### src/scroll_pkg.sv
`default_nettype none

package scroll_pkg;

    // Bus and cache sizes
    localparam int CACHE_AW = 8;
    localparam int WORD_W   = 16;
    localparam int VADDR_W  = 17;

    // Cache entries per layer, two entries per tile
    localparam logic [7:0] SCR1_FIRST = 8'd0;
    localparam logic [7:0] SCR1_LAST  = 8'd99;
    localparam logic [7:0] SCR2_FIRST = 8'd128;
    localparam logic [7:0] SCR2_LAST  = 8'd225;
    localparam logic [7:0] SCR3_FIRST = 8'd226;
    localparam logic [7:0] SCR3_LAST  = 8'd255;

    // Horizontal start offsets
    localparam logic [10:0] HOFS1 = 11'h038;
    localparam logic [10:0] HOFS2 = 11'h030;
    localparam logic [10:0] HOFS3 = 11'h020;

    // Tile widths in pixels
    localparam logic [10:0] HSTEP1 = 11'd8;
    localparam logic [10:0] HSTEP2 = 11'd16;
    localparam logic [10:0] HSTEP3 = 11'd32;

    // Line header length in pixel enables
    localparam int LINE_WAIT = 16;

    localparam logic [1:0] LAYER1 = 2'd0;
    localparam logic [1:0] LAYER2 = 2'd1;
    localparam logic [1:0] LAYER3 = 2'd2;

    // Sequencer states
    localparam logic [2:0] ST_IDLE   = 3'd0;
    localparam logic [2:0] ST_HEADER = 3'd1;
    localparam logic [2:0] ST_PICK   = 3'd2;
    localparam logic [2:0] ST_FETCH  = 3'd3;
    localparam logic [2:0] ST_DONE   = 3'd4;

endpackage

`default_nettype wire

### src/fetch_if.sv
`timescale 1ns/1ps
`default_nettype none

interface fetch_if;

    // Layer under fetch and its start strobe
    logic [1:0] layer;
    logic       load;

    // Word progress
    logic       addr_phase;
    logic       word_done;
    logic       last;
    logic [scroll_pkg::CACHE_AW-1:0] entry;

    logic [scroll_pkg::VADDR_W:1] vram_addr;
    logic       cache_wr;

    modport seq (output layer, load, input last, word_done);

    modport timer (
        output entry, addr_phase, last, word_done,
        input  load, layer, cache_wr
    );

    modport addr (output vram_addr, input load, layer, entry, addr_phase);

    modport cache (output cache_wr, input entry, layer, addr_phase);

endinterface

`default_nettype wire

### src/slot_timer.sv
`timescale 1ns/1ps
`default_nettype none

module slot_timer (
    input  wire  clk,
    input  wire  rst,
    input  wire  pxl_cen,
    input  wire  bg,
    input  wire  vram_ok,
    input  wire  header_start,
    output logic header_done,
    fetch_if.timer fetch
);

    // Header pulses, or {entry, phase} during a fetch
    logic [scroll_pkg::CACHE_AW:0]   cnt;
    logic [scroll_pkg::CACHE_AW-1:0] first_entry;
    logic [scroll_pkg::CACHE_AW-1:0] last_entry;
    logic hdr_busy;
    logic fetching;
    logic presented;
    logic wr_seen;
    logic step;

    assign step = bg & pxl_cen;

    always_comb begin
        case (fetch.layer)
            scroll_pkg::LAYER1: begin
                first_entry = scroll_pkg::SCR1_FIRST;
                last_entry  = scroll_pkg::SCR1_LAST;
            end
            scroll_pkg::LAYER2: begin
                first_entry = scroll_pkg::SCR2_FIRST;
                last_entry  = scroll_pkg::SCR2_LAST;
            end
            default: begin
                first_entry = scroll_pkg::SCR3_FIRST;
                last_entry  = scroll_pkg::SCR3_LAST;
            end
        endcase
    end

    assign fetch.entry      = cnt[scroll_pkg::CACHE_AW:1];
    assign fetch.addr_phase = fetching & ~cnt[0];
    assign fetch.last       = fetching & (fetch.entry == last_entry);

    // Word retires on the step after its cache write, while last still holds
    assign fetch.word_done  = fetching & cnt[0] & step & wr_seen;

    always_ff @(posedge clk or posedge rst) begin
        if (rst) begin
            cnt             <= '0;
            hdr_busy        <= 1'b0;
            fetching        <= 1'b0;
            presented       <= 1'b0;
            wr_seen         <= 1'b0;
            header_done     <= 1'b0;
        end else begin
            header_done     <= 1'b0;
            if (fetch.cache_wr) begin
                wr_seen <= 1'b1;
            end
            if (header_start) begin
                cnt      <= '0;
                hdr_busy <= 1'b1;
                fetching <= 1'b0;
            end else if (fetch.load) begin
                cnt       <= {first_entry, 1'b0};
                fetching  <= 1'b1;
                presented <= 1'b0;
                wr_seen   <= 1'b0;
            end else if (hdr_busy) begin
                if (step) begin
                    cnt <= cnt + 1'b1;
                    if (cnt == (scroll_pkg::CACHE_AW+1)'(scroll_pkg::LINE_WAIT - 1)) begin
                        hdr_busy    <= 1'b0;
                        header_done <= 1'b1;
                    end
                end
            end else if (fetching) begin
                if (!cnt[0]) begin
                    // Address must have been out for a cycle before the data phase
                    if (step && presented) begin
                        cnt       <= cnt + 1'b1;
                        presented <= 1'b0;
                    end else begin
                        presented <= 1'b1;
                    end
                end else if (step && wr_seen) begin
                    cnt             <= cnt + 1'b1;
                    wr_seen         <= 1'b0;
                    if (fetch.last) begin
                        fetching <= 1'b0;
                    end
                end
            end
        end
    end

endmodule

`default_nettype wire

### src/flat_wrapper.sv
// flat-port wrapper written by rule: the top's interface ports become plain ports
module slot_timer_flat 
  (clk, rst, pxl_cen, bg, vram_ok, header_start, header_done, fetch_entry, fetch_addr_phase, fetch_last, fetch_word_done, fetch_load, fetch_layer, fetch_cache_wr);
  fetch_if fetch_i ();
  input  wire clk;
  input  wire rst;
  input  wire pxl_cen;
  input  wire bg;
  input  wire vram_ok;
  input  wire header_start;
  output logic header_done;
  output wire logic [$bits(fetch_i.entry)-1:0] fetch_entry;
  output wire logic [$bits(fetch_i.addr_phase)-1:0] fetch_addr_phase;
  output wire logic [$bits(fetch_i.last)-1:0] fetch_last;
  output wire logic [$bits(fetch_i.word_done)-1:0] fetch_word_done;
  input wire logic [$bits(fetch_i.load)-1:0] fetch_load;
  input wire logic [$bits(fetch_i.layer)-1:0] fetch_layer;
  input wire logic [$bits(fetch_i.cache_wr)-1:0] fetch_cache_wr;
  assign fetch_entry = fetch_i.entry;
  assign fetch_addr_phase = fetch_i.addr_phase;
  assign fetch_last = fetch_i.last;
  assign fetch_word_done = fetch_i.word_done;
  assign fetch_i.load = fetch_load;
  assign fetch_i.layer = fetch_layer;
  assign fetch_i.cache_wr = fetch_cache_wr;
  slot_timer u_core (.clk(clk), .rst(rst), .pxl_cen(pxl_cen), .bg(bg), .vram_ok(vram_ok), .header_start(header_start), .header_done(header_done), .fetch(fetch_i));
endmodule
### config.mk
export PLATFORM = sky130hd
export DESIGN_NAME = slot_timer_flat
export DESIGN_NICKNAME = d
export VERILOG_FILES = /design/src/scroll_pkg.sv /design/src/fetch_if.sv /design/src/slot_timer.sv /design/src/flat_wrapper.sv
export SDC_FILE = /design/constraint.sdc
export NUM_CORES = 1
export LEC_CHECK = 0
export ABC_AREA = 1
export BUFFER_PORTS_ARGS = -buffer_cell sky130_fd_sc_hd__clkbuf_2
export CORE_MARGIN = 4
export CORE_UTILIZATION = 48
export CTS_CLUSTER_DIAMETER = 30
export CTS_CLUSTER_SIZE = 20
export DETAILED_ROUTE_END_ITERATION = 7
export PLACE_DENSITY_LB_ADDON = 0.25
export SKIP_LAST_GASP = 1
export SYNTH_ARGS = -nofsm -noshare
export SYNTH_HDL_FRONTEND = slang
export SYNTH_SLANG_ARGS = --single-unit
### constraint.sdc
create_clock -name clk -period 1.25 [get_ports clk]
set_input_delay 0.125 -clock clk [delete_from_list [all_inputs] [get_ports clk]]
set_output_delay 0.125 -clock clk [all_outputs]
set_load 0.01 [all_outputs]
After elaboration in Yosys (flattened, before gate mapping)
Cells that the tools add are included.
Widths: inputs -> output; s select.
{ "totals": {"word_cells": 73, "in_bits": 10, "latch_bits": 0, "ramBits": 0, "mem_bits_ro": 0, "output_inout_bits": 12, "mem_count": 0, "reg_bits": 14} }
{ "classes": {"n_mul": 0, "shift": 0, "add_sub_neg": 1, "n_div": 0, "reduce_logical": 9, "bitwise_logic": 8, "order_cmp": 0, "n_mux": 39, "n_eq_ne": 9} }
{ "ops": {"columns": ["operator", "count"], "rows": [
  ["$mux 9", 8],
  ["$pmux 8 s2", 2],
  ["$mux 1", 29],
  ["$add 9x1->9 const B", 1],
  ["$eq 9x4->1 const B", 1],
  ["$eq 8x8->1", 1],
  ["$reduce_and 4->1", 2],
  ["$and 1x1->1", 6],
  ["$ne 2x2->1 const B", 3],
  ["$ne 5x5->1 const B", 1],
  ["$reduce_bool 5->1", 1],
  ["$ne 4x4->1 const B", 1],
  ["$reduce_bool 4->1", 1],
  ["$ne 3x3->1 const B", 1],
  ["$eq 2x1->1 const B", 1],
  ["$logic_and 1x1->1", 2],
  ["$logic_not 2->1", 1],
  ["$not 1->1", 2],
  ["$reduce_and 2->1", 1],
  ["$reduce_bool 2->1", 1]
]} }

Depth between registers and ports, before layout
{ "depth": {"depth_word": 11, "depth_mapped": 10, "depth_no_buf": 10} }

Least setup slack after synthesis
No wires, ideal clock.
{ "synth_timing": {"path_type": "register to register", "from": "reg u_core.cnt[0] (netlist bit)", "to": "reg u_core.fetching", "stages_incl_launch_ff": 8, "path_buffers": 0, "path_slack_ns": 0.023, "synth_period_minus_slack_ns": 1.227, "t_arrival_ns": 1.110, "setup_time_ns": 0.117, "t_required_ns": 1.133, "cell_sequence": "dfrtp_1 > nand3_1 > nor2_1 > nand3_1 > nand2_1 > nand2_1 > nand2_1 > nand2_1"} }
{ "synth_via": {"elab_chain_len": 5} }
{ "synth_lines": {"columns": ["item", "line_no", "source"], "rows": [
  ["from (decl)", "slot_timer.sv:16", "logic [scroll_pkg::CACHE_AW:0] cnt;"],
  ["from (signal assigned)", "slot_timer.sv:69", "cnt <= {first_entry, 1'b0};"],
  ["from (signal assigned)", "slot_timer.sv:75", "cnt <= cnt + 1'b1;"],
  ["from (signal assigned)", "slot_timer.sv:85", "cnt <= cnt + 1'b1;"],
  ["$mux 1", "slot_timer.sv:82", "if (!cnt[0]) begin"],
  ["$mux 1", "slot_timer.sv:81", "end else if (fetching) begin"],
  ["$mux 1", "slot_timer.sv:73", "end else if (hdr_busy) begin"],
  ["$mux 1", "slot_timer.sv:68", "end else if (fetch.load) begin"],
  ["$mux 1", "slot_timer.sv:64", "if (header_start) begin"],
  ["to (signal assigned)", "slot_timer.sv:67", "fetching <= 1'b0;"],
  ["to (signal assigned)", "slot_timer.sv:70", "fetching <= 1'b1;"],
  ["to (signal assigned)", "slot_timer.sv:94", "fetching <= 1'b0;"],
  ["to (decl)", "slot_timer.sv:20", "logic fetching;"]
]} }
Every way passes these cells. The select of a mux whose other input is x is not followed.
A chain may end at the register's enable or synchronous reset.

Worst setup path after layout
{ "layout_timing": {"from": "reg u_core.cnt[5] (netlist bit)", "to": "out fetch_last"} }
{ "layout_via": {"elab_chain_len": 2} }
{ "layout_lines": {"columns": ["item", "line_no", "source"], "rows": [
  ["$eq 8x8->1", "slot_timer.sv:46", "assign fetch.last = fetching & (fetch.entry == last_entry);"],
  ["$and 1x1->1", "slot_timer.sv:46", null],
  ["to (decl)", "flat_wrapper.sv:14", "output wire logic [$bits(fetch_i.last)-1:0] fetch_last;"]
]} }
Every way passes these cells.

==> flow_metrics.tcl <==
set metrics [dict create \
    avgSynthCellArea_um2 6.78 \
    ir_worst_vdd_mv 0.672 \
    hold_violations 0 \
    grt.total_usage_pct 23.3 \
    fin_skew_ps 7.59 \
    critPathKind "flop to primary output" \
    grtUsageMet3_pct 3.75 \
    grt_max_degree 15 \
    avgViaCountPerCell 5.22 \
    fin_ws_ps -273 \
    fp.coreArea_um2 2020 \
    cp_data_arrival_time_ps 1400 \
    dp_cells 207 \
    start_util_pct 52.3 \
    relSlewSlack_pct 61.5 \
    yosysWarningCount 0 \
    synth_top_family_by_area "simple AND/OR/NAND/NOR gates" \
    final_antenna_net_count 0 \
    synth_compound_area_share_pct 10.9 \
    critPathBufInv 2 \
    clockBufferDepth 2 \
    num_io_pins 22 \
    hold_class "input pin to flop" \
    worst_pin_slew_ps 577 \
    critPathMaxFanout 4 \
    cts_buffers 3 \
    drt-pass1-iter-count 4 \
    path_delay_family "simple AND/OR/NAND/NOR gates" \
    pwr_density_cell_nw_per_um2 713 \
    die-area_um2 3020 \
    rsz0062_at_grt "yes" \
    nets 208 \
    cp-start-kind "flop" \
    cts_root_buf "clkbuf_4" \
    required_ps 1120 \
    min_period_over_period_pct 122 \
    cp-end-kind "primary output" \
    yosys_register_bits 14 \
    hold_ws_ps 142 \
    grtUsageMet1_pct 26.9 \
    grt_pass1_vias 1155 \
    grt_use_met2_pct 41.3 \
    antenna_found_initial 0 \
    synth_xor_xnor_area_share_pct 0.828 \
    synth.distinct_cells 22 \
    status "finished with violations" \
    place_congestion 0.893 \
    clock_sinks 14 \
    violations "setup timing" \
    diodes 0 \
    wl_per_cell_um 13.5 \
    synthMuxAreaShare_pct 0 \
    synth_nets 167 \
    crit_chain "inv_2 > nand2_1 > nand2_1 > nand2_1 > nor2_2 > nand2_1 > nor2_1 > buf_2" \
    leakage_nw 0.740 \
    syn_to_final_growth_pct 38.7 \
    syn_inst 156 \
    max_freq_mhz 657 \
    port_buffers 20 \
    cts_tree "done" \
    syn_area_um2 1060 \
    drv_cap 0 \
    clock_latency_ps 290 \
    overflow 0 \
    vias 1158 \
    rows 16 \
    critPathSlowestCell "dfrtp_1" \
    drtIter0Drc 30 \
    fp.dieW_um 54.9 \
    min_period_ps 1520 \
    synth-seq-area-share_pct 33.1 \
    layout-drive-gt1-share_pct 39.5 \
    drc_errors 0 \
    power_mw 1.05 \
    wl_um 3000 \
    path_common_cell "nand2_1" \
    finalSetupViolations 8 \
    htreeDepth 1 \
    path_clk_slew_ps 90 \
    stdcell_count 222 \
    fin_util_pct 72.5 \
    synth_adder_area_share_pct 1.18 \
    top_usage_layer "met2" \
    critPathMaxStageDelay_ps 430 \
    hpwlAfterDp_um 2070 \
    drv_slew 0 \
    dieHeight_um 54.9 \
    grt_pass1_wl_um 4980 \
    synthSimpleGateAreaFrac_pct 40.1 \
]
logic make-up after synthesis:
logic type,Yosys count
xor gates and xnor gates,1
buffers and inverters,31
adders and majority gates,1
DFF,14
and+or+nand+nor,91
AOI/OAI and AO/OA,18
power by group:
group | total, mW | switching (mW) | internal [mW]
Sequential | 0.513 | 0.0351 | 0.478
Combinational | 0.267 | 0.156 | 0.112
Clock | 0.265 | 0.153 | 0.112
Total | 1.05 | 0.344 | 0.702
cells in the final DEF, fill, tap and decap left out, drive strengths merged:
cell,instances
nand2,48
buf,24
inv,23
clkbuf,22
nor2,20
nand3,16
dfrtp,14
a21oi,8
o21ai,6
nand4,4
o211ai,2
nor3,2
a32o,1
xor2,1
nor4,1
o22ai,1
ha,1
dlygate4sd3,1
layout make-up:
cell class / count / area [um2]
multi-input combinational: 111 / 674
fill: 167 / 556
sequential: 14 / 354
timing repair buffer: 44 / 290
inverter: 23 / 91.3
tap: 27 / 33.8
clock buffer: 3 / 22.5
Yosys cell counts, drive strengths merged:
cell type / number / share of area [%]
inv: 23 / 8.2
a32o: 1 / 0.95
nand2: 48 / 18
nand4: 4 / 2.4
o21ai: 6 / 2.8
nor4: 1 / 0.59
nand3: 16 / 9.2
o211ai: 2 / 2.7
nor3: 2 / 0.95
buf: 8 / 5.7
nor2: 20 / 9.2
o22ai: 1 / 0.59
a21oi: 8 / 3.8
dfrtp: 14 / 33
ha: 1 / 1.2
xor2: 1 / 0.83
layer usage:
layer	routed length [um]	vias to the layer above	part of all wire, %
met4	134	0	4.5
met2	1530	36	51
li1	-	576	-
met3	123	15	4.1
met1	1220	531	41
met5	0	-	0
stage by stage:
step                      area (um2)  TNS (ps)  setup WS (ps)
after floorplan                 1060         0           23.1
after global placement          1220     -59.9          -32.6
after detailed placement        1220      -359          -93.9
after CTS                       1340      -768           -271
after global routing            1470     -1750           -366
final                           1470      -876           -273
sequential cells by signal (all words and copies together) (netlist names):
name / flops
u_core.fetching: 1
u_core.header_done: 1
u_core.cnt: 9
u_core.hdr_busy: 1
u_core.presented: 1
u_core.wr_seen: 1
final timing paths:
kind                                       from              end  slack [ps]  depth (start not counted)
worst max register to register    u_core.cnt[0]    u_core.cnt[5]         -90                          8
worst max-delay path              u_core.cnt[5]       fetch_last        -270                          8
min in group asynchronous                   rst   u_core.wr_seen         420                          3
max in group asynchronous                   rst    u_core.cnt[8]         410                          3
worst min-delay path             fetch_cache_wr   u_core.wr_seen         140                          3
worst min register to register  u_core.fetching  u_core.fetching         530                          2
worst min-delay path: stages:
cell and delay (ps):
clkbuf_2 80, o21ai_0 150, a21oi_1 50
repair_timing:
item | CTS | global route
hold buffers | 1 | 0
endpoints found under the hold margin | 14 | 0
setup buffers | 4 | 7
gates resized for setup | 16 | 21
pin swaps | 4 | 9
setup endpoints to repair | 11 | 14
Note: power is estimated with default switching activity, not from simulation.
