===== src/scroll_pkg.sv =====
`default_nettype none

package scroll_pkg;

    // Bus and cache sizes
    localparam int CACHE_AW = 8;
    localparam int WORD_W   = 16;
    localparam int VADDR_W  = 17;

    // Cache entries per layer, two entries per tile
    localparam logic [7:0] SCR1_FIRST = 8'd0;
    localparam logic [7:0] SCR1_LAST  = 8'd99;
    localparam logic [7:0] SCR2_FIRST = 8'd128;
    localparam logic [7:0] SCR2_LAST  = 8'd225;
    localparam logic [7:0] SCR3_FIRST = 8'd226;
    localparam logic [7:0] SCR3_LAST  = 8'd255;

    // Horizontal start offsets
    localparam logic [10:0] HOFS1 = 11'h038;
    localparam logic [10:0] HOFS2 = 11'h030;
    localparam logic [10:0] HOFS3 = 11'h020;

    // Tile widths in pixels
    localparam logic [10:0] HSTEP1 = 11'd8;
    localparam logic [10:0] HSTEP2 = 11'd16;
    localparam logic [10:0] HSTEP3 = 11'd32;

    // Line header length in pixel enables
    localparam int LINE_WAIT = 16;

    localparam logic [1:0] LAYER1 = 2'd0;
    localparam logic [1:0] LAYER2 = 2'd1;
    localparam logic [1:0] LAYER3 = 2'd2;

    // Sequencer states
    localparam logic [2:0] ST_IDLE   = 3'd0;
    localparam logic [2:0] ST_HEADER = 3'd1;
    localparam logic [2:0] ST_PICK   = 3'd2;
    localparam logic [2:0] ST_FETCH  = 3'd3;
    localparam logic [2:0] ST_DONE   = 3'd4;

endpackage

`default_nettype wire


===== src/fetch_if.sv =====
`timescale 1ns/1ps
`default_nettype none

interface fetch_if;

    // Layer under fetch and its start strobe
    logic [1:0] layer;
    logic       load;

    // Word progress
    logic       addr_phase;
    logic       word_done;
    logic       last;
    logic [scroll_pkg::CACHE_AW-1:0] entry;

    logic [scroll_pkg::VADDR_W:1] vram_addr;
    logic       cache_wr;

    modport seq (output layer, load, input last, word_done);

    modport timer (
        output entry, addr_phase, last, word_done,
        input  load, layer, cache_wr
    );

    modport addr (output vram_addr, input load, layer, entry, addr_phase);

    modport cache (output cache_wr, input entry, layer, addr_phase);

endinterface

`default_nettype wire


===== src/dma_sequencer.sv =====
`timescale 1ns/1ps
`default_nettype none

module dma_sequencer (
    input  wire        clk,
    input  wire        rst,
    input  wire        hb,
    input  wire        bg,
    input  wire  [8:0] vrender,
    input  wire [15:0] vpos1,
    input  wire [15:0] vpos2,
    input  wire [15:0] vpos3,
    input  wire        header_done,
    output logic       header_start,
    output logic [2:0] swap_mask,
    output logic       br,
    fetch_if.seq       fetch
);

    logic        last_hb;
    logic        hb_edge;
    logic [15:0] vline;
    logic [15:0] vscr1;
    logic [15:0] vscr2;
    logic [15:0] vscr3;
    logic  [2:0] sel;
    logic  [2:0] pending;
    logic  [2:0] left;
    logic  [2:0] swap_acc;
    logic  [2:0] state;

    assign hb_edge = hb & ~last_hb;

    // Vertical scroll sums for the line being prepared
    assign vscr1 = vpos1 + vline;
    assign vscr2 = vpos2 + vline;
    assign vscr3 = vpos3 + vline;

    // Only rows starting on a tile boundary need a fresh fetch
    assign sel[0] = (vscr1[2:0] == 3'd0);
    assign sel[1] = (vscr2[3:0] == 4'd0);
    assign sel[2] = (vscr3[3:0] == 4'd0);

    assign left = pending & ~(3'b001 << fetch.layer);

    assign br = (state == scroll_pkg::ST_HEADER) ||
                (state == scroll_pkg::ST_PICK)   ||
                (state == scroll_pkg::ST_FETCH);

    // Target line is one ahead of the render counter
    always_ff @(posedge clk) begin
        if (hb_edge) begin
            vline <= {7'd0, vrender} + 16'd1;
        end
    end

    always_ff @(posedge clk or posedge rst) begin
        if (rst) begin
            last_hb      <= 1'b0;
            header_start <= 1'b0;
            swap_mask    <= 3'b000;
            swap_acc     <= 3'b000;
            pending      <= 3'b000;
            state        <= scroll_pkg::ST_IDLE;
            fetch.load   <= 1'b0;
            fetch.layer  <= scroll_pkg::LAYER1;
        end else begin
            last_hb      <= hb;
            header_start <= hb_edge;
            swap_mask    <= 3'b000;
            fetch.load   <= 1'b0;
            if (hb_edge) begin
                // Banks filled during the last line go live now
                swap_mask <= swap_acc;
                swap_acc  <= 3'b000;
                pending   <= 3'b000;
                state     <= scroll_pkg::ST_HEADER;
            end else begin
                case (state)
                    scroll_pkg::ST_HEADER: begin
                        if (header_done) begin
                            pending <= sel;
                            state   <= scroll_pkg::ST_PICK;
                        end
                    end
                    scroll_pkg::ST_PICK: begin
                        if (pending == 3'b000) begin
                            state <= scroll_pkg::ST_DONE;
                        end else if (bg) begin
                            fetch.load <= 1'b1;
                            state      <= scroll_pkg::ST_FETCH;
                            // Lowest pending layer goes first
                            if (pending[0]) begin
                                fetch.layer <= scroll_pkg::LAYER1;
                                swap_acc[0] <= 1'b1;
                            end else if (pending[1]) begin
                                fetch.layer <= scroll_pkg::LAYER2;
                                swap_acc[1] <= 1'b1;
                            end else begin
                                fetch.layer <= scroll_pkg::LAYER3;
                                swap_acc[2] <= 1'b1;
                            end
                        end
                    end
                    scroll_pkg::ST_FETCH: begin
                        if (fetch.last && fetch.word_done) begin
                            pending <= left;
                            state   <= (left == 3'b000) ? scroll_pkg::ST_DONE
                                                        : scroll_pkg::ST_PICK;
                        end
                    end
                    scroll_pkg::ST_DONE: begin
                        state <= scroll_pkg::ST_IDLE;
                    end
                    default: begin
                        state <= scroll_pkg::ST_IDLE;
                    end
                endcase
            end
        end
    end

endmodule

`default_nettype wire


===== src/flat_wrapper.sv =====
// flat-port wrapper written by rule: the top's interface ports become plain ports
module dma_sequencer_flat 
  (clk, rst, hb, bg, vrender, vpos1, vpos2, vpos3, header_done, header_start, swap_mask, br, fetch_layer, fetch_load, fetch_last, fetch_word_done);
  fetch_if fetch_i ();
  input  wire clk;
  input  wire rst;
  input  wire hb;
  input  wire bg;
  input  wire  [8:0] vrender;
  input  wire [15:0] vpos1;
  input  wire [15:0] vpos2;
  input  wire [15:0] vpos3;
  input  wire header_done;
  output logic header_start;
  output logic [2:0] swap_mask;
  output logic br;
  output wire logic [$bits(fetch_i.layer)-1:0] fetch_layer;
  output wire logic [$bits(fetch_i.load)-1:0] fetch_load;
  input wire logic [$bits(fetch_i.last)-1:0] fetch_last;
  input wire logic [$bits(fetch_i.word_done)-1:0] fetch_word_done;
  assign fetch_layer = fetch_i.layer;
  assign fetch_load = fetch_i.load;
  assign fetch_i.last = fetch_last;
  assign fetch_i.word_done = fetch_word_done;
  dma_sequencer u_core (.clk(clk), .rst(rst), .hb(hb), .bg(bg), .vrender(vrender), .vpos1(vpos1), .vpos2(vpos2), .vpos3(vpos3), .header_done(header_done), .header_start(header_start), .swap_mask(swap_mask), .br(br), .fetch(fetch_i));
endmodule

===== config.mk =====
export PLATFORM = sky130hd
export DESIGN_NAME = dma_sequencer_flat
export DESIGN_NICKNAME = d
export VERILOG_FILES = /design/src/scroll_pkg.sv /design/src/fetch_if.sv /design/src/dma_sequencer.sv /design/src/flat_wrapper.sv
export SDC_FILE = /design/constraint.sdc
export NUM_CORES = 1
export LEC_CHECK = 0
export ABC_AREA = 1
export BUFFER_PORTS_ARGS = -buffer_cell sky130_fd_sc_hd__buf_4
export CAP_MARGIN = 5
export CORE_MARGIN = 2
export CORE_UTILIZATION = 45
export DETAILED_ROUTE_END_ITERATION = 12
export GPL_ROUTABILITY_DRIVEN = 0
export HOLD_SLACK_MARGIN = 0.15
export PLACE_DENSITY = 0.79
export SYNTH_ARGS = -nofsm -noshare
export SYNTH_HDL_FRONTEND = slang
export SYNTH_SLANG_ARGS = --single-unit
export TNS_END_PERCENT = 5

===== constraint.sdc =====
create_clock -name clk -period 2.4 [get_ports clk]
set_clock_uncertainty 0.1 [all_clocks]
set_input_delay 0.48 -clock clk [delete_from_list [all_inputs] [get_ports clk]]
set_output_delay 0.48 -clock clk [all_outputs]
set_load 0.01 [all_outputs]

* Yosys cells after proc, flatten, opt, wreduce, memory -nomap -nowiden *
Index checks and enable logic that the tools add are counted.

word-level totals
  register bits = 21
  ROM bits = 0
  output and inout bits = 8
  word-level logic and storage cells = 76
  memories kept = 0
  bits in writable memories = 0
  bits in latches = 0
  input port bits = 64

operators by class
  bitwise gates (word level) = 6
  muxes and demuxes = 26
  magnitude comparators = 0
  divide/modulo/power cells = 0
  $add $sub $neg = 4
  reductions and logical operators = 19
  multiply operators = 0
  shift-type cells = 1
  equality and inequality tests = 9

operators with widths
  kind                                                               count
  3-bit 2-to-1 mux                                                   14
  5-bit AND reduction                                                2
  3-bit zero test                                                    3
  3-bit case mux with 3 select lines                                 1
  4-bit adder                                                        2
  4-bit zero test                                                    2
  4-bit AND reduction                                                2
  2-bit nonzero test                                                 4
  1-bit 2-to-1 mux                                                   7
  3-bit by 2-bit == test with 1-bit output, second input constant    2
  2-bit 2-to-1 mux                                                   3
  2-bit by 1-bit != test with 1-bit output, second input constant    3
  3-bit by 2-bit != test with 1-bit output, second input constant    2
  3-bit case mux with 2 select lines                                 1
  3-bit AND reduction                                                2
  4-bit by 1-bit adder with 4-bit output, second input constant      1
  4-bit by 3-bit != test with 1-bit output, second input constant    1
  3-bit adder                                                        1
  3-bit bitwise AND                                                  1
  3-bit by 1-bit == test with 1-bit output, second input constant    1
  1-bit NOT                                                          3
  3-bit NOT                                                          1
  3-bit nonzero test                                                 1
  1-bit by 2-bit left shift with 3-bit output, first input constant  1
  3 further kinds                                                    4

* Logic depth before layout (Yosys ltp) *
  depth after elaboration = 8
  mapped depth = 11
  depth with buffers taken out = 11

* Worst setup path before layout *
No wires, ideal clock.

  path kind = in2reg
  from = in vpos2[0]
  to = reg u_core.pending[1]
  library setup time = 65 ps
  data required time = 2235 ps
  stages = 11
  arrival = 1576 ps
  path slack = 659 ps
  buffers on the path = 0
  cell sequence = ha_1 inv_1 fa_1 inv_1 nor2_1 nand3_1 nor2_1 nand3_1 nand2_1 nand2_1 nand2_1

between the ends
  longest elaborated chain between the ends = 5

RTL lines
  item                                line                  text
  start, declared                     flat_wrapper.sv:11    input wire [15:0] vpos2;
  4-bit adder                         dma_sequencer.sv:36   assign vscr2 = vpos2 + vline;
  4-bit zero test                     dma_sequencer.sv:41   assign sel[1] = (vscr2[3:0] == 4'd0);
  3-bit 2-to-1 mux                    dma_sequencer.sv:81   if (header_done) begin
  3-bit case mux with 2 select lines  dma_sequencer.sv:79   case (state)
  3-bit 2-to-1 mux                    dma_sequencer.sv:72   if (hb_edge) begin
  end signal, assigned                dma_sequencer.sv:82   pending <= sel;
  end signal, assigned                dma_sequencer.sv:107  pending <= left;
  end, declared                       dma_sequencer.sv:27   logic [2:0] pending;

Every way passes these cells. The select of a mux whose other input is x is not followed.
A chain may end at the register's enable or synchronous reset.

* Final worst setup path *
  from = reg u_core.vline[0]
  to = reg u_core.pending[1]

between the ends
  longest elaborated chain between the ends = 5

RTL lines
  item                                line                 text
  start, declared                     dma_sequencer.sv:22  logic [15:0] vline;
  start signal, assigned              dma_sequencer.sv:53  vline <= {7'd0, vrender} + 16'd1;
  4-bit adder                         dma_sequencer.sv:36
  4-bit zero test                     dma_sequencer.sv:41
  3-bit 2-to-1 mux                    dma_sequencer.sv:81
  3-bit case mux with 2 select lines  dma_sequencer.sv:79
  3-bit 2-to-1 mux                    dma_sequencer.sv:72

Every way passes these cells. The select of a mux whose other input is x is not followed.

==> metrics <==
Worst Tran Pin Value ~0.62 ns; top post-synthesis cells by count nand2_1 (46), inv_1 (32), nor2_1 (23); Max Freq 558 MHz; CTS tree built; Worst-Skew Late Latency roughly 0.3 ns; Worst-path clk slew 0.12 ns; EDFF count, synth 4; Rows 20; peak supply drop 0.000429 V; WL/cell 9.83 um; Post-DRT Antenna Nets 0; CTS Buf Count 3; Final #Nets about 290; fin crit period roughly 1.8 ns; TNS Setup 0 ns; vias per cell 4.85; initial antenna violation count 0; CP dominant cell by count nand2_1; DR vias 1,193; hold-fix buffers at CTS 0; initial drt markers 20; die extent in x 59.2 um; Yosys warnings 0; DRC Markers 0; Worst setup SP type register; async set or reset register ratio after synthesis between 80 and 90%; fin. max-slew vios 0; final setup vio count 0; worst path arrival time 1.94 ns; CTS sink count 21; port buffer count 29; Max Buffers Root-to-Sink 2; Mapped Cells 179; H-tree depth 1; Hold Vio Cnt, Final 0; pwr dens 692 nW/um2; RSZ-0062 raised after global routing no; fill count between 200 and 300; Seq cells post-synth 21; hold crit path type primary input to asynchronous set/reset pin; post_cts resized 0; root buf cell clkbuf_4; ordered cell list for the critical path ha_1 -> inv_1 -> fa_1 -> inv_1 -> nor2_1 -> nand3_1 -> nor2_1 -> nand3_1 -> nand2_1 -> nand2_1 -> nand2_1; global-route wire length before repair 4080 um; critical path capture point type register; Netlist cell types 21; diode count 0; vias in the first global route 999; Initial Utilization a little under half; net count after synthesis around 250; worst-path maximum fanout 3; Avg Synthesized Cell Area around 7.6 um2; Core Box Area slightly below 3000 um2; CP Data Required Time 2.55 ns; pin count of the biggest net entering global routing 18; crit path buf inv count 2; Syn-to-layout area delta 21.5%; top-area cell type share of the netlist area between 30% and 40%; ys flop type dfrtp_1; die height ~60 um; Crit path max-delay family adder cells; most common cell in the synthesized netlist nand2_1; layout cell share with drive strength beyond 1 22.5%; top cells by area, synth dfrtp_1 (31%), nand2_1 (13%), edfxtp_1 (8.8%), inv_1 (8.8%), ha_1 (7.3%); Crit path largest cell delay 0.47 ns; DRT Pass-1 Iters 4; Max Cap Violations 0; post-CTS setup repair buffer count 0; grt total ovfl 0; DIE AREA 3500 um2; Max transition margin 58.6%; WS Path Type register to register; WHS 0.141 ns; result of the run complete, no violations; Cell Area, Synth roughly 1400 um2; Yosys top cell by area dfrtp_1; Detailed Place HPWL 2030 um; Seq/Total Area, Yosys 39.9%; Static Leak 0.934 nW; Tot GR Track Use 15.3%; WL final 2420 um; slowest CP cell fa_1; period utilization 74.7%; top-level I/O count 72
==> worst register-to-register path: cells and delay by family, from the launching register on <==
kind          cells  cell delay, ns
fa+ha+maj         2            0.66
buf+inv           2            0.10
flops             1            0.43
simple gates      7            0.45
==> kinds of logic (layout without fill, tap and decap cells) <==
family          after synthesis  count (layout)  synth area share (%)
compound gates                8               8                  3.57
simple gates                 99              99                  32.5
flops                        21              21                  39.9
xor+xnor                      4               4                  2.56
buf+inv                      36              70                  9.87
fa+ha+maj                    11              11                  11.7
==> cell usage in the layout, fill, tap and decap left out, drive strengths merged <==
cell type  netlist  layout
a21oi            2       2
buf              0      30
clkbuf           0       3
clkinv           0       1
dfrtp           17      17
edfxtp           4       4
fa               3       3
ha               8       8
inv             36      36
nand2           50      50
nand3           19      19
nand4            1       1
nor2            26      26
nor3             3       3
o21ai            5       5
o22ai            1       1
xnor2            2       2
xor2             2       2
==> worst paths after layout <==
path / from / to / slack [ns] / cells past startpoint
worst max-delay path: u_core.vline[0] / u_core.pending[1] / 0.61 / 11
worst min-delay path: rst / u_core.swap_acc[0] / 0.14 / 2
worst max register to register: u_core.vline[0] / u_core.pending[1] / 0.61 / 11
worst min register to register: u_core.swap_acc[0] / u_core.swap_mask[0] / 0.41 / 2
max in group asynchronous: rst / u_core.pending[2] / 1.66 / 2
min in group clk: hb / u_core.last_hb / 0.18 / 1
==> sequential cells by signal, summed over array words and instances, names as in the netlist <==
signal,count
u_core.swap_acc,3
u_core.state,3
u_core.vline,4
u_core.swap_mask,3
u_core.header_start,1
u_core.fetch.layer,2
u_core.pending,3
u_core.fetch.load,1
u_core.last_hb,1
==> power breakdown <==
part,switching (mW),total (mW),internal (mW)
sequential,0.0612,0.488,0.427
combinational,0.296,0.497,0.200
clock,0.104,0.166,0.0621
total,0.462,1.15,0.689
==> layout make-up <==
| type | count | area [um2] | share of cell area (%) |
|---|---|---|---|
| Clock inverter | 1 | 5.00 | 0.301 |
| Multi-Input combinational cell | 122 | 688 | 41.4 |
| Inverter | 36 | 135 | 8.13 |
| Clock buffer | 3 | 22.5 | 1.35 |
| Tap cell | 33 | 41.3 | 2.48 |
| Sequential cell | 21 | 546 | 32.8 |
| Timing Repair Buffer | 30 | 225 | 13.5 |
==> through the flow <==
stage	setup slack (ns)	std cells	util, %	total power [mW]	cell area [um2]
global route	0.477	246	55.8	1.25	1660
floorplan	0.659	179	-	0.842	1370
finish	0.607	246	55.8	1.15	1660
global placement	0.487	242	54.9	0.980	1640
CTS	0.583	246	55.8	1.16	1660
detailed placement	0.479	242	54.9	0.995	1640
==> per-layer routing <==
metal	global-route usage, %	routed length [um]
met1	20.1	1100
met2	24.8	1220
met3	3.06	86
met4	6.17	10
met5	0	0
(Power assumes the default switching activity.)
