`src/scroll_pkg.sv`:
```
`default_nettype none

package scroll_pkg;

    // Bus and cache sizes
    localparam int CACHE_AW = 8;
    localparam int WORD_W   = 16;
    localparam int VADDR_W  = 17;

    // Cache entries per layer, two entries per tile
    localparam logic [7:0] SCR1_FIRST = 8'd0;
    localparam logic [7:0] SCR1_LAST  = 8'd99;
    localparam logic [7:0] SCR2_FIRST = 8'd128;
    localparam logic [7:0] SCR2_LAST  = 8'd225;
    localparam logic [7:0] SCR3_FIRST = 8'd226;
    localparam logic [7:0] SCR3_LAST  = 8'd255;

    // Horizontal start offsets
    localparam logic [10:0] HOFS1 = 11'h038;
    localparam logic [10:0] HOFS2 = 11'h030;
    localparam logic [10:0] HOFS3 = 11'h020;

    // Tile widths in pixels
    localparam logic [10:0] HSTEP1 = 11'd8;
    localparam logic [10:0] HSTEP2 = 11'd16;
    localparam logic [10:0] HSTEP3 = 11'd32;

    // Line header length in pixel enables
    localparam int LINE_WAIT = 16;

    localparam logic [1:0] LAYER1 = 2'd0;
    localparam logic [1:0] LAYER2 = 2'd1;
    localparam logic [1:0] LAYER3 = 2'd2;

    // Sequencer states
    localparam logic [2:0] ST_IDLE   = 3'd0;
    localparam logic [2:0] ST_HEADER = 3'd1;
    localparam logic [2:0] ST_PICK   = 3'd2;
    localparam logic [2:0] ST_FETCH  = 3'd3;
    localparam logic [2:0] ST_DONE   = 3'd4;

endpackage

`default_nettype wire

```
`src/fetch_if.sv`:
```
`timescale 1ns/1ps
`default_nettype none

interface fetch_if;

    // Layer under fetch and its start strobe
    logic [1:0] layer;
    logic       load;

    // Word progress
    logic       addr_phase;
    logic       word_done;
    logic       last;
    logic [scroll_pkg::CACHE_AW-1:0] entry;

    logic [scroll_pkg::VADDR_W:1] vram_addr;
    logic       cache_wr;

    modport seq (output layer, load, input last, word_done);

    modport timer (
        output entry, addr_phase, last, word_done,
        input  load, layer, cache_wr
    );

    modport addr (output vram_addr, input load, layer, entry, addr_phase);

    modport cache (output cache_wr, input entry, layer, addr_phase);

endinterface

`default_nettype wire

```
`src/tile_addr_gen.sv`:
```
`timescale 1ns/1ps
`default_nettype none

module tile_addr_gen (
    input  wire        clk,
    input  wire        rst,
    input  wire  [8:0] vrender,
    input  wire [15:0] hpos1,
    input  wire [15:0] hpos2,
    input  wire [15:0] hpos3,
    input  wire [15:0] vpos1,
    input  wire [15:0] vpos2,
    input  wire [15:0] vpos3,
    input  wire [15:0] vram1_base,
    input  wire [15:0] vram2_base,
    input  wire [15:0] vram3_base,
    fetch_if.addr      fetch,
    output logic [scroll_pkg::VADDR_W:1] vram_addr
);

    logic [15:0] vline;
    logic [15:0] vsum;
    logic [15:0] base;
    logic [10:0] hstart;
    logic [10:0] hstep;
    logic [10:0] vn;
    logic [10:0] hn;
    logic [11:0] scan;
    logic        last_ap;
    logic        attr_done;

    assign vline = {7'd0, vrender} + 16'd1;

    // Per-layer scroll and scan arrangement
    always_comb begin
        case (fetch.layer)
            scroll_pkg::LAYER1: begin
                vsum   = vpos1 + vline;
                hstart = scroll_pkg::HOFS1 + (hpos1[10:0] & ~(scroll_pkg::HSTEP1 - 11'd1));
                hstep  = scroll_pkg::HSTEP1;
                base   = vram1_base;
                scan   = {vn[8], hn[8:3], vn[7:3]};
            end
            scroll_pkg::LAYER2: begin
                vsum   = vpos2 + vline;
                hstart = scroll_pkg::HOFS2 + (hpos2[10:0] & ~(scroll_pkg::HSTEP2 - 11'd1));
                hstep  = scroll_pkg::HSTEP2;
                base   = vram2_base;
                scan   = {vn[9:8], hn[9:4], vn[7:4]};
            end
            default: begin
                vsum   = vpos3 + vline;
                hstart = scroll_pkg::HOFS3 + (hpos3[10:0] & ~(scroll_pkg::HSTEP3 - 11'd1));
                hstep  = scroll_pkg::HSTEP3;
                base   = vram3_base;
                scan   = {vn[10:8], hn[10:5], vn[7:5]};
            end
        endcase
    end

    // Attribute address latched, so the next tile can be addressed
    assign attr_done = last_ap & ~fetch.addr_phase & fetch.entry[0];

    always_ff @(posedge clk or posedge rst) begin
        if (rst) begin
            last_ap <= 1'b0;
        end else begin
            last_ap <= fetch.addr_phase;
        end
    end

    always_ff @(posedge clk) begin
        if (fetch.load) begin
            vn <= vsum[10:0];
            hn <= hstart;
        end else if (attr_done) begin
            hn <= hn + hstep;
        end
        // Word select is the low entry bit
        if (fetch.addr_phase) begin
            vram_addr <= {base[9:1], 8'd0} + {4'd0, scan, fetch.entry[0]};
        end
    end

    assign fetch.vram_addr = vram_addr;

endmodule

`default_nettype wire

```
`src/flat_wrapper.sv`:
```
// flat-port wrapper written by rule: the top's interface ports become plain ports
module tile_addr_gen_flat 
  (clk, rst, vrender, hpos1, hpos2, hpos3, vpos1, vpos2, vpos3, vram1_base, vram2_base, vram3_base, vram_addr, fetch_vram_addr, fetch_load, fetch_layer, fetch_entry, fetch_addr_phase);
  fetch_if fetch_i ();
  input  wire clk;
  input  wire rst;
  input  wire  [8:0] vrender;
  input  wire [15:0] hpos1;
  input  wire [15:0] hpos2;
  input  wire [15:0] hpos3;
  input  wire [15:0] vpos1;
  input  wire [15:0] vpos2;
  input  wire [15:0] vpos3;
  input  wire [15:0] vram1_base;
  input  wire [15:0] vram2_base;
  input  wire [15:0] vram3_base;
  output logic [scroll_pkg::VADDR_W:1] vram_addr;
  output wire logic [$bits(fetch_i.vram_addr)-1:0] fetch_vram_addr;
  input wire logic [$bits(fetch_i.load)-1:0] fetch_load;
  input wire logic [$bits(fetch_i.layer)-1:0] fetch_layer;
  input wire logic [$bits(fetch_i.entry)-1:0] fetch_entry;
  input wire logic [$bits(fetch_i.addr_phase)-1:0] fetch_addr_phase;
  assign fetch_vram_addr = fetch_i.vram_addr;
  assign fetch_i.load = fetch_load;
  assign fetch_i.layer = fetch_layer;
  assign fetch_i.entry = fetch_entry;
  assign fetch_i.addr_phase = fetch_addr_phase;
  tile_addr_gen u_core (.clk(clk), .rst(rst), .vrender(vrender), .hpos1(hpos1), .hpos2(hpos2), .hpos3(hpos3), .vpos1(vpos1), .vpos2(vpos2), .vpos3(vpos3), .vram1_base(vram1_base), .vram2_base(vram2_base), .vram3_base(vram3_base), .fetch(fetch_i), .vram_addr(vram_addr));
endmodule
```
`config.mk`:
```
export PLATFORM = sky130hd
export DESIGN_NAME = tile_addr_gen_flat
export DESIGN_NICKNAME = d
export VERILOG_FILES = /design/src/scroll_pkg.sv /design/src/fetch_if.sv /design/src/tile_addr_gen.sv /design/src/flat_wrapper.sv
export SDC_FILE = /design/constraint.sdc
export NUM_CORES = 1
export LEC_CHECK = 0
export BUFFER_PORTS_ARGS = -buffer_cell sky130_fd_sc_hd__buf_4
export CAP_MARGIN = 30
export CORE_ASPECT_RATIO = 1.2
export CORE_MARGIN = 1
export CORE_UTILIZATION = 41
export CTS_CLUSTER_DIAMETER = 30
export DETAILED_ROUTE_END_ITERATION = 7
export PLACE_DENSITY = 0.78
export SLEW_MARGIN = 0
export SYNTH_ARGS = -nofsm -noshare
export SYNTH_HDL_FRONTEND = slang
export SYNTH_SLANG_ARGS = --single-unit
```
`constraint.sdc`:
```
create_clock -name clk -period 2.8 [get_ports clk]
set_clock_uncertainty 0.2 [all_clocks]
set_input_delay 0.14 -clock clk [delete_from_list [all_inputs] [get_ports clk]]
set_output_delay 0.14 -clock clk [all_outputs]
set_load 0.05 [all_outputs]
```
### Word-level counts from Yosys, hierarchy flattened

Cells that the tools add are included.

| cells by class | value |
|---|---|
| multiply operators | 0 |
| $lt $le $gt $ge | 0 |
| equality and inequality tests | 1 |
| add/subtract/negate cells | 9 |
| reduce and logical (&&, ||, !) cells | 2 |
| bitwise logic cells | 3 |
| shift operators | 0 |
| div/mod/pow operators | 0 |
| multiplexer cells | 7 |

Operators with widths:

| kind | number |
|---|---|
| case mux 11 bit (2 select lines) | 2 |
| adder 6 x 11 -> 11 bit (first input constant) | 3 |
| case mux 12 bit (2 select lines) | 1 |
| adder 11 bit | 2 |
| two-way mux 11 bit | 2 |
| case mux 10 bit (2 select lines) | 1 |
| adder 17 x 13 -> 17 bit | 1 |
| case mux 6 bit (2 select lines) | 1 |
| adder 11 x 10 -> 11 bit | 1 |
| adder 11 x 6 -> 11 bit | 1 |
| adder 9 x 1 -> 10 bit (second input constant) | 1 |
| bitwise AND 1 bit | 2 |
| equality test 2 x 1 -> 1 bit (second input constant) | 1 |
| logical NOT 2 bit | 1 |
| nonzero test 2 bit | 1 |
| inverter 1 bit | 1 |

| word-level totals | value |
|---|---|
| word-level logic and storage cells | 26 |
| output and inout bits | 34 |
| latch bits | 0 |
| bits in registers | 40 |
| input port bits | 167 |
| memory bits (read-only) | 0 |
| bits in writable memories | 0 |
| memories kept | 0 |

### Logic depth before layout (Yosys ltp)

| depth | value |
|---|---|
| word-level depth | 5 |
| gate-level depth with buffers | 13 |
| gate-level depth less buffers | 12 |

### Least setup slack after synthesis

OpenSTA, ideal clock, no wires.

| timing path | value |
|---|---|
| kind | input port to flip-flop |
| start | input fetch_layer[0] |
| end | register u_core.vram_addr, in the netlist u_core.fetch.vram_addr[17], data pin |
| library setup time | 262 ps |
| cell stages on the path | 12 |
| setup slack | -22 ps |
| arrival | 2,360 ps |
| required time | 2,338 ps |
| cells stage by stage | buf_6 > clkbuf_1 > mux2i_1 > o21ai_0 > ha_1 > fa_1 > a21o_1 > a21oi_1 > nor2b_1 > o21ai_1 > nor3_1 > xnor2_1 |

| between the ends | value |
|---|---|
| cells in the longest elaborated chain, start to end | 3 |

RTL lines:

| element | RTL line | text |
|---|---|---|
| start: declaration | flat_wrapper.sv:20 | `input wire logic [$bits(fetch_i.layer)-1:0] fetch_layer;` |
| equality test 2 x 1 -> 1 bit or logical NOT 2 bit (tied branches) | tile_addr_gen.sv:36 | `case (fetch.layer)` |
| case mux 10 bit (2 select lines) or case mux 12 bit (2 select lines) (tied branches) | tile_addr_gen.sv:36 |  |
| adder 17 x 13 -> 17 bit * | tile_addr_gen.sv:81 | `vram_addr <= {base[9:1], 8'd0} + {4'd0, scan, fetch.entry[0]};` |
| end signal: assignment | tile_addr_gen.sv:81 |  |
| end: declaration | tile_addr_gen.sv:18 | `output logic [scroll_pkg::VADDR_W:1] vram_addr` |

Mark *: on every way between the ends. The rest lies on a longest branch, timed or not.
A chain may end at the register's enable or synchronous reset.

### Worst setup path in the final report

| timing path | value |
|---|---|
| start | register u_core.hn[9] |
| end | register u_core.vram_addr, in the netlist u_core.fetch.vram_addr[17], data pin |

| between the ends | value |
|---|---|
| cells in the longest elaborated chain, start to end | 2 |

RTL lines:

| element | RTL line | text |
|---|---|---|
| start: declaration | tile_addr_gen.sv:27 | `logic [10:0] hn;` |
| start signal: assignment | tile_addr_gen.sv:75 | `hn <= hstart;` |
| start signal: assignment | tile_addr_gen.sv:77 | `hn <= hn + hstep;` |
| case mux 12 bit (2 select lines) | tile_addr_gen.sv:36 |  |
| adder 17 x 13 -> 17 bit | tile_addr_gen.sv:81 |  |

No other way between the ends.

==> flow_summary_export.csv <==
group,metric,value,unit
die,num_rows,37,
global_route,grt_pass1_wl,14580,um
power_and_ir_drop,swShare,0.4034,
global_route,grt.total_usage,0.2003,
setup_path,cp_slowest_stage_delay,0.47,ns
timing,slew_headroom,0.5099,
power_and_ir_drop,clock_power_share,0.155,
logic_synthesis,syn_area,3625,sq um
setup_path,cp_cell_sequence,"nand2_1 -> o21ai_0 -> ha_1 -> fa_1 -> a21o_1 -> a21oi_2 -> nor2b_1 -> o21ai_2 -> nor3_1 -> xnor2_1",
drt,first_pass_iters,4,
layout,finalNetCount,744,
clock_tree,cts_buffers,5,
setup_path,cp.arrival,2.48,ns
drt,vias,3409,
clock_tree,cts_tree,"done",
setup_path,path_max_fanout,4,
placement,dp_hpwl,7676,um
job,cap_violations,0,
layout,design_area,4865,sq um
logic_synthesis,syn_area_per_cell,8.841,sq um
timing,slew_viol_final,0,
clock_tree,clk_latency,0.28,ns
clock_tree,clk_pin_slew,0.07,ns
power_and_ir_drop,powerDensity,454.3,nW/um^2
timing,fin_crit,2.655,ns
timing,tightest_slew,0.7336,ns
drt,vias_per_cell,5.165,
outcome,status,"completed",
layout,utilization,0.5680,
timing,rsz0062_at_grt,"false",
drt,drc,0,
drt,wl,9120,um
setup_path,required,2.63,ns
timing,post-route-period-util,0.9483,
clock_tree,cts_max_level,2,
logic_synthesis,yosys_register_bits,34,
logic_synthesis,ys_warn_count,0,
logic_synthesis,netlist_instances,410,
logic_synthesis,synth_top_area_frac,0.2734,
placement,port_buffers,130,
drt,ant_nets,0,
setup_path,worstSetupPathType,"reg2reg",
clock_tree,clock-root-buffer,"clkbuf_8",
global_route,grt_pass1_vias,3410,
logic_synthesis,ys.flop_type,"edfxtp_1",
power_and_ir_drop,seqPwrFrac,0.325,
logic_synthesis,syn_nets,611,
clock_tree,clockBufferDepth,2,
layout,area_growth,34.21,%
placement,dp_slack,-0.09179,ns
global_route,antenna_found_initial,0,
die,die_h,105,um
global_route,grt_start_max_net_pins,29,
logic_synthesis,synth_area_leaders,"edfxtp_1, ha_1, mux2i_1",
power_and_ir_drop,pwr-share-comb,0.520,
clock_tree,clkSinkCount,34,
layout,num_antenna_cells,0,
timing,fin_ws,0.1446,ns
min_path,min_path_type,"in2reg",
die,dieWidth,87.84,um
die,io_pins,201,
logic_synthesis,synth_top_area_cell,"edfxtp_1",
setup_path,crit_slowest_cell,"edfxtp_1",
power_and_ir_drop,ir_drop,0.1904,mV
timing,clock.fmax,376.6,MHz
power_and_ir_drop,p_leak,2.317,nW
die,initial_core_util,0.4232,
setup_path,cp_num_buf_inv,0,
power_and_ir_drop,internal_power,1.318,mW
drt,drtIter0Drc,92,
timing,finalSetupViolCount,0,
logic_synthesis,synth_cell_types,52,
placement,place_area,4748,sq um
logic_synthesis,synth-seq-area-share,0.2803,
timing,final.setup.tns,0,ns
layout,instances_no_fill,660,
die,core,8564,sq um
logic_synthesis,ys_async_sr_fraction,0.02941,
layout,drive_gt1_frac,0.3297,
power_and_ir_drop,p_sw,0.8914,mW
setup_path,crit_family,"compound AO/OA/AOI/OAI gates",
die,dieArea,9223,sq um
power_and_ir_drop,p_total,2.210,mW
drt,wl_per_cell,13.82,um
setup_path,cp-end-kind,"register",
timing,hold_viol,0,
setup_path,cp-start-kind,"register",
placement,dp.cells,650,
timing,hold_ws,0.04380,ns
global_route,overflow,0,
placement,gp_congestion,0.8178,
logic_synthesis,synth_edf_count,33,
==> registers in the layout (all words and copies together) (netlist names) <==
| register | flops |
|---|---|
| u_core.fetch.vram_addr | 17 |
| u_core.hn | 8 |
| u_core.last_ap | 1 |
| u_core.vn | 8 |
==> synth_stat cells, types with 2 or more instances <==
cell,number
nand2_1,70
edfxtp_1,33
ha_1,33
mux2i_1,31
xor2_1,29
o21ai_0,25
xnor2_1,24
buf_4,17
a21oi_1,16
nor2_1,15
clkbuf_1,12
nand3_1,12
o21ai_1,11
a21o_1,10
inv_1,6
nand4_1,6
buf_2,5
nand3b_1,5
o21a_1,4
a211oi_1,3
nand2b_1,3
nor2b_1,3
nor3_1,3
a31oi_1,2
and2_1,2
and3_1,2
o211ai_1,2
or2_2,2
==> timing repair <==
action	CTS	global route
setup buffers	0	0
resized for setup	0	2
setup endpoints to repair	0	1
hold buffers	3	0
hold endpoints to repair	3	0
==> cell families after synthesis <==
family / count (synthesis) / synth area share
fa+ha+maj: 35 / 0.1225
compound gates: 85 / 0.1467
flops: 34 / 0.2803
xor+xnor: 53 / 0.1281
mux: 33 / 0.09493
buf+inv: 41 / 0.06386
simple gates: 129 / 0.1636
==> final cells by class <==
class	count	area, sq um
fill	771	3700
multi-input combinational	335	2385
timing repair buffer	161	1216
sequential	34	1016
tap	117	146.4
clock buffer	5	68.82
inverter	6	22.52
clock inverter	2	10.01
==> path summary, 6_finish.rpt <==
kind | from | end | slack [ns] | cells past startpoint
hold reg to reg | u_core.vn[7]$_DFFE_PP_ | u_core.fetch.vram_addr[4]$_DFFE_PP_ | 0.40 | 2
setup reg to reg | u_core.hn[9]$_DFFE_PP_ | u_core.fetch.vram_addr[17]$_DFFE_PP_ | 0.14 | 10
hold / removal | fetch_load | u_core.vn[3]$_DFFE_PP_ | 0.04 | 1
setup / recovery | u_core.hn[9]$_DFFE_PP_ | u_core.fetch.vram_addr[17]$_DFFE_PP_ | 0.14 | 10
min in group asynchronous | rst | u_core.last_ap$_DFF_PP0_ | 0.05 | 3
max in group asynchronous | rst | u_core.last_ap$_DFF_PP0_ | 2.26 | 3
==> layout by cell type (no fill, tap or decap), types with 4 or more instances in the layout <==
cell type and count:
nand2_1 70, buf_4 158, a21oi_1 15, nand3_1 12, edfxtp_1 33, nand3b_1 5, ha_1 33, inv_1 6
o21ai_1 10, clkbuf_8 5, nand4_1 6, xor2_1 29, xnor2_1 24, o21ai_0 25, nor2_1 15, a21o_1 10
mux2i_1 31, o21a_1 4
==> metal layers <==
| metal | vias to the layer above | GRT usage | routed length [um] |
|---|---|---|---|
| met1 | 1571 | 0.2036 | 3441 |
| li1 | 1702 | - | - |
| met2 | 127 | 0.4025 | 5008 |
| met5 | - | 0 | 0 |
| met4 | 0 | 0.05386 | 106 |
| met3 | 9 | 0.03160 | 563 |
==> power groups by stage <==
stage	clock network, mW	registers, mW	logic, mW
floorplan	0	0.850	0.674
global placement	0	0.724	1.11
detailed placement	0	0.730	1.14
CTS	0.348	0.720	1.15
global route	0.372	0.726	1.24
finish	0.343	0.718	1.15
Power figures use the tool's default switching activity.
